## config.mk

```make
export PLATFORM = sky130hd
export DESIGN_NAME = argmaxSelect
export DESIGN_NICKNAME = d
export VERILOG_FILES = /design/src/mlpPkg.sv /design/src/argmaxSelect.sv
export SDC_FILE = /design/constraint.sdc
export NUM_CORES = 1
export LEC_CHECK = 0
export BUFFER_PORTS_ARGS = -buffer_cell sky130_fd_sc_hd__buf_2
export CORE_UTILIZATION = 45
export CTS_CLUSTER_SIZE = 20
export DETAILED_ROUTE_END_ITERATION = 10
export HOLD_SLACK_MARGIN = 0.12
export PLACE_DENSITY_LB_ADDON = 0.12
export SETUP_SLACK_MARGIN = 0.3
export SLEW_MARGIN = 40
export SYNTH_ARGS = -nofsm -noshare
export SYNTH_HDL_FRONTEND = slang
export SYNTH_SLANG_ARGS = --single-unit
```

## constraint.sdc

```tcl
create_clock -name clk -period 8 [get_ports clk]
set_input_delay 2.4 -clock clk [delete_from_list [all_inputs] [get_ports clk]]
set_output_delay 2.4 -clock clk [all_outputs]
set_load 0.1 [all_outputs]
```

## src/mlpPkg.sv

```systemverilog
package mlpPkg;

	// fixed point format shared by features, activations and weights
	localparam int featureWidth = 8;

	// 15 products of 8x8 bits plus the scaled bias fit in 20 signed bits
	localparam int accWidth = 20;

	// network shape
	localparam int numFeatures = 15;
	localparam int numHidden = 6;
	localparam int numClasses = 4;

	// enough bits to number every output class
	localparam int classIndexWidth = 2;

	// one signed 8-bit value, the element type of every vector below
	typedef logic signed [featureWidth-1:0] fixedVal;

	// input sample, element 0 is feature 0
	typedef struct packed
	{
		fixedVal [numFeatures-1:0] value;
	} featureVec;

	// hidden layer activations after the clamp to zero
	typedef struct packed
	{
		fixedVal [numHidden-1:0] value;
	} hiddenVec;

	// output layer scores after saturation
	typedef struct packed
	{
		fixedVal [numClasses-1:0] value;
	} scoreVec;

endpackage

```

## src/argmaxSelect.sv

```systemverilog
`timescale 1ns/1ps

module argmaxSelect (
	input logic clk,
	input logic reset,
	input mlpPkg::scoreVec rawScores,
	output mlpPkg::scoreVec scores,
	output logic [mlpPkg::classIndexWidth-1:0] classIndex
);

	localparam int indexWidth = mlpPkg::classIndexWidth;

	logic [indexWidth-1:0] bestIdx;
	mlpPkg::fixedVal bestVal;

	// walk the scores from class 0 upwards and keep the running best
	always_comb
	begin
		bestIdx = '0;
		bestVal = rawScores.value[0];
		for (int i = 1; i < mlpPkg::numClasses; i++)
		begin
			// strict compare so an equal later score never replaces an earlier one
			if (rawScores.value[i] > bestVal)
			begin
				bestIdx = indexWidth'(i);
				bestVal = rawScores.value[i];
			end
		end
	end

	// scores and index are registered together so they always describe one vector
	always_ff @(posedge clk)
	begin
		if (reset)
		begin
			scores <= '0;
			classIndex <= '0;
		end
		else
		begin
			scores <= rawScores;
			classIndex <= bestIdx;
		end
	end

endmodule

```

; Word level (Yosys, flattened, before mapping)
; Cells that the tools add are included.
[classes]
order_cmp = 3
muxes = 5
[ops]
columns = operator, n
row1 = 8-bit greater-than comparator, 3
row2 = 8-bit two-way mux, 2
row3 = 2-bit two-way mux, 2
row4 = 1-bit two-way mux, 1
[totals]
wordCells = 13
in_bits = 34
output_inout_bits = 34
reg_bits = 34

; Depth between registers and ports, before layout
[logic_depth]
ltp_word = 6
depth_mapped = 20
ltp_nobuf = 20

; Worst setup path after synthesis
; OpenSTA, ideal clock, no wires.
[synth_path]
path_type = input-to-reg
startpoint = input port rawScores[5] in the netlist's numbering
endpoint = register classIndex[1] in the netlist's numbering
path_buffers = 0
arrival_time_ns = 6.597
path_slack_ns = 1.264
setup_ns = 0.139
required_ns = 7.861
path_stages = 19
path_cell_list = inv_1 > ha_1 > nand2_1 > o21ai_0 > nand3_1 > a221oi_4 > mux2i_1 > ha_1 > a21o_1 > a2111o_1 > o21ai_2 > mux2_4 > ha_1 > nor2b_1 > o211ai_1 > a21oi_1 > a2111oi_0 > o22a_1 > a21oi_1
[synth_via]
elab_chain_len = 6
elab_cells_between_ends = 7
cone_classes = order compare (3) / mux (4)
[synth_lines]
columns = element, line
row1 = from (decl), argmaxSelect.sv:6  ; input mlpPkg::scoreVec rawScores,
row2 = 8-bit greater-than comparator, argmaxSelect.sv:24  ; if (rawScores.value[i] > bestVal)
row3 = 8-bit two-way mux (*), argmaxSelect.sv:24
row4 = 8-bit greater-than comparator, argmaxSelect.sv:24
row5 = 8-bit two-way mux, argmaxSelect.sv:24
row6 = 8-bit greater-than comparator, argmaxSelect.sv:24
row7 = 2-bit two-way mux (*), argmaxSelect.sv:24
row8 = to (signal assigned), argmaxSelect.sv:43  ; classIndex <= bestIdx;
row9 = to (decl), argmaxSelect.sv:8  ; output logic [mlpPkg::classIndexWidth-1:0] classIndex
; Every way passes the cells marked *; elsewhere a longest branch is shown, timed or not.
; A chain may end at the register's enable or synchronous reset.

; Final worst setup path
; Ends and elaborated chain as after synthesis.

==> results.py <==
metrics = {
    "synthesis": {
        "synth.net_count": 222,
        "netlist_instances": 164,
        "muxShareOfSynthArea_pct": 11.1,
        "synthAdderAreaFrac_pct": 18.2,
        "post_synth_and_or_nand_nor_area_fraction_pct": 13.9,
        "yosysWarningCount": 0,
        "syn_area_per_cell_um2": 10.1,
        "synth_xor_area_share_pct": 0,
        "netlist_area_um2": 1650,
        "yosysSeqAreaShare_pct": 41.2,
        "synth_top_family_by_area": "adder cells",
        "synth.ff_latch_count": 34,
        "synth_cell_types": 24,
        "synth_compound_area_share_pct": 10.4,
    },
    "die": {
        "fp.coreArea_um2": 3420,
        "ios": 68,
        "fp-row-count": 21,
        "die_h_um": 62.6,
        "initial_core_util_pct": 48.3,
        "die_w_um": 62.6,
        "dieArea_um2": 3910,
    },
    "run_status": {
        "status": "completed",
    },
    "clocking": {
        "path_clk_slew_ns": 0.09,
        "numCtsBuffers": 5,
        "htree_levels": 2,
        "clockBufferDepth": 2,
        "cts_tree": "built",
        "clkSinkCount": 34,
        "post_cts_buffers": 0,
        "cts_resized": 0,
        "ctsHoldBuffers": 0,
        "clockRootBuffer": "clkbuf_4",
    },
    "timing": {
        "fin_ws_ns": 0.937,
        "final-hold-violation-count": 0,
        "worstMarginPinSlew_ns": 0.619,
        "slew_violations": 0,
        "holdWs_ns": 2.30,
        "min_period_ns": 7.06,
        "maxSlewHeadroom_pct": 58.7,
        "rsz0062_at_grt": "no",
        "period_share_pct": 88.3,
        "fmax_mhz": 142,
        "fin_tns_setup_ns": 0,
        "finalSetupViolations": 0,
    },
    "global_routing": {
        "grt_max_degree": 35,
        "grt_usage_pct": 18.8,
        "use_met1_pct": 21.8,
        "use_met3_pct": 5.66,
        "overflow": 0,
        "antenna_found_initial": 0,
        "busiest_layer": "met2",
        "grt_first_pass_wirelength_um": 5780,
        "grt.met2_usage_pct": 32.7,
        "first_global_vias": 1339,
    },
    "finish": {
        "multi_input_area_um2": 883,
        "antenna_cells": 0,
        "layout.nets": 293,
        "drive_above_1_share_pct": 36.2,
        "regArea_um2": 681,
        "fillers": 335,
        "area_growth_pct": 25.9,
        "fin_util_pct": 60.8,
    },
    "power_and_ir_drop": {
        "clkPwrFrac_pct": 19.0,
        "leakage_nw": 1.13,
        "p_switching_mw": 0.183,
        "pwr-share-seq_pct": 40.6,
        "p_int_mw": 0.265,
        "combPwrFrac_pct": 40.4,
        "sw_frac_of_total_pct": 40.7,
        "finalPower_mw": 0.448,
        "power.density_nw_per_um2": 216,
        "ir_drop_mv": 0.145,
    },
    "detailed_routing": {
        "vias": 1378,
        "totalWireLength_um": 3530,
        "drc": 0,
        "wl_per_cell_um": 12.6,
        "drt-vias-per-instance": 4.90,
        "drt_first_iter_violations": 25,
        "drt-pass1-iter-count": 4,
        "antenna_left": 0,
    },
    "worst_hold_path": {
        "hp-class": "in -> reg",
        "hold_end": "scores[28]",
        "worstHoldStart": "rawScores[28]",
        "min_delay_path_depth": 2,
    },
    "placed_design": {
        "place_ws_ns": 0.599,
        "dp_hpwl_um": 2830,
        "port_buffers": 67,
        "finalWeightedCongestion": 0.792,
    },
    "worst_setup_path": {
        "required_ns": 8.19,
        "crit_fanout": 10,
        "path_class": "in -> reg",
        "arrival_ns": 7.26,
        "startpoint_type": "primary input",
        "critPathCaptureType": "flip-flop",
    },
    "flow_run": {
        "drv_cap": 0,
    },
}
==> layout by cell type, fill, tap and decap left out <==
master / n
a2111o_1: 1
a2111oi_0: 1
a2111oi_2: 1
a21o_1: 3
a21oi_1: 9
a221oi_4: 1
and3_1: 1
buf_2: 67
clkbuf_1: 2
clkbuf_4: 5
dfxtp_1: 34
ha_1: 24
inv_1: 20
mux2_2: 6
mux2_4: 3
mux2i_1: 7
nand2_1: 2
nand3_1: 2
nand4_1: 4
nor2_1: 18
nor2_2: 1
nor2b_1: 17
o211ai_1: 2
o21ai_0: 2
o21ai_2: 1
o22a_1: 1
==> Yosys cell counts <==
| cell type | n | share of area, % |
|---|---|---|
| nor2b_1 | 17 | 6.4 |
| mux2_2 | 6 | 4.1 |
| nor2_1 | 18 | 4.1 |
| nand4_1 | 4 | 1.5 |
| ha_1 | 24 | 18 |
| a21oi_1 | 9 | 2.7 |
| mux2_4 | 3 | 2.7 |
| mux2i_1 | 7 | 4.2 |
| a2111oi_2 | 1 | 0.91 |
| o211ai_1 | 2 | 0.91 |
| a221oi_4 | 1 | 1.6 |
| nor2_2 | 1 | 0.38 |
| a2111o_1 | 1 | 0.68 |
| and3_1 | 1 | 0.38 |
| dfxtp_1 | 34 | 41 |
| o22a_1 | 1 | 0.53 |
| inv_1 | 20 | 4.5 |
| nand3_1 | 2 | 0.61 |
| o21ai_0 | 2 | 0.61 |
| a21o_1 | 3 | 1.4 |
| a2111oi_0 | 1 | 0.53 |
| nand2_1 | 2 | 0.46 |
| o21ai_2 | 1 | 0.53 |
| clkbuf_1 | 3 | 0.68 |
==> critical path: stages <==
cell and delay [ns]:
buf_2 0.09, inv_1 0.05, ha_1 0.29, nand2_1 0.09, o21ai_0 0.21, nand3_1 0.16, a221oi_4 0.58, mux2i_1 0.30
ha_1 0.27, a21o_1 0.18, a2111o_1 0.42, o21ai_2 0.47, mux2_4 0.35, ha_1 0.29, nor2b_1 0.13, o211ai_1 0.16
a21oi_1 0.08, a2111oi_0 0.43, o22a_1 0.23, a21oi_1 0.07
==> power groups by stage <==
stage | registers (mW) | logic (mW) | clock network, mW
detailed placement | 0.186 | 0.181 | 0
floorplan | 0.263 | 0.0674 | 0
global route | 0.183 | 0.193 | 0.0971
global placement | 0.185 | 0.177 | 0
CTS | 0.182 | 0.182 | 0.0883
finish | 0.182 | 0.181 | 0.0852
==> worst max-delay path by stage <==
stage                      start             to  slack [ns]
finish              rawScores[5]  classIndex[1]        0.94
global route        rawScores[5]  classIndex[1]        0.70
CTS                 rawScores[5]  classIndex[1]        0.95
detailed placement  rawScores[5]  classIndex[1]        0.60
global placement    rawScores[5]  classIndex[0]        0.85
floorplan           rawScores[5]  classIndex[1]        1.26
==> final cells by class <==
cell class,count,area share (%)
well taps,46,2.77
repair buffers,67,16.1
multi-input cells,107,42.5
clock buffers,7,2.17
flip-flops and latches,34,32.8
inverters,20,3.61
==> per-layer routing <==
layer  wire (um)  vias up
met5           0        -
met4          44        0
met3         176        5
met2        1790       40
met1        1520      632
li1            -      701
==> per-stage QoR <==
step | instance area [um2] | std cells
6_report | 2080 | 281
2_1_floorplan | 1650 | 164
4_1_cts | 2080 | 281
3_3_place_gp | 2030 | 274
3_5_place_dp | 2030 | 274
5_1_grt | 2080 | 281
==> cell families after synthesis <==
logic type,count (synthesis)
adder cells (fa/ha/maj),24
buffers and inverters,23
multiplexers,16
AO/OA/AOI/OAI,22
flip-flops,34
AND/OR/NAND/NOR,45
==> sequential cells by signal (all words and copies together) (netlist names) <==
signal,flops
classIndex,2
scores,32
Power figures use the tool's default switching activity.
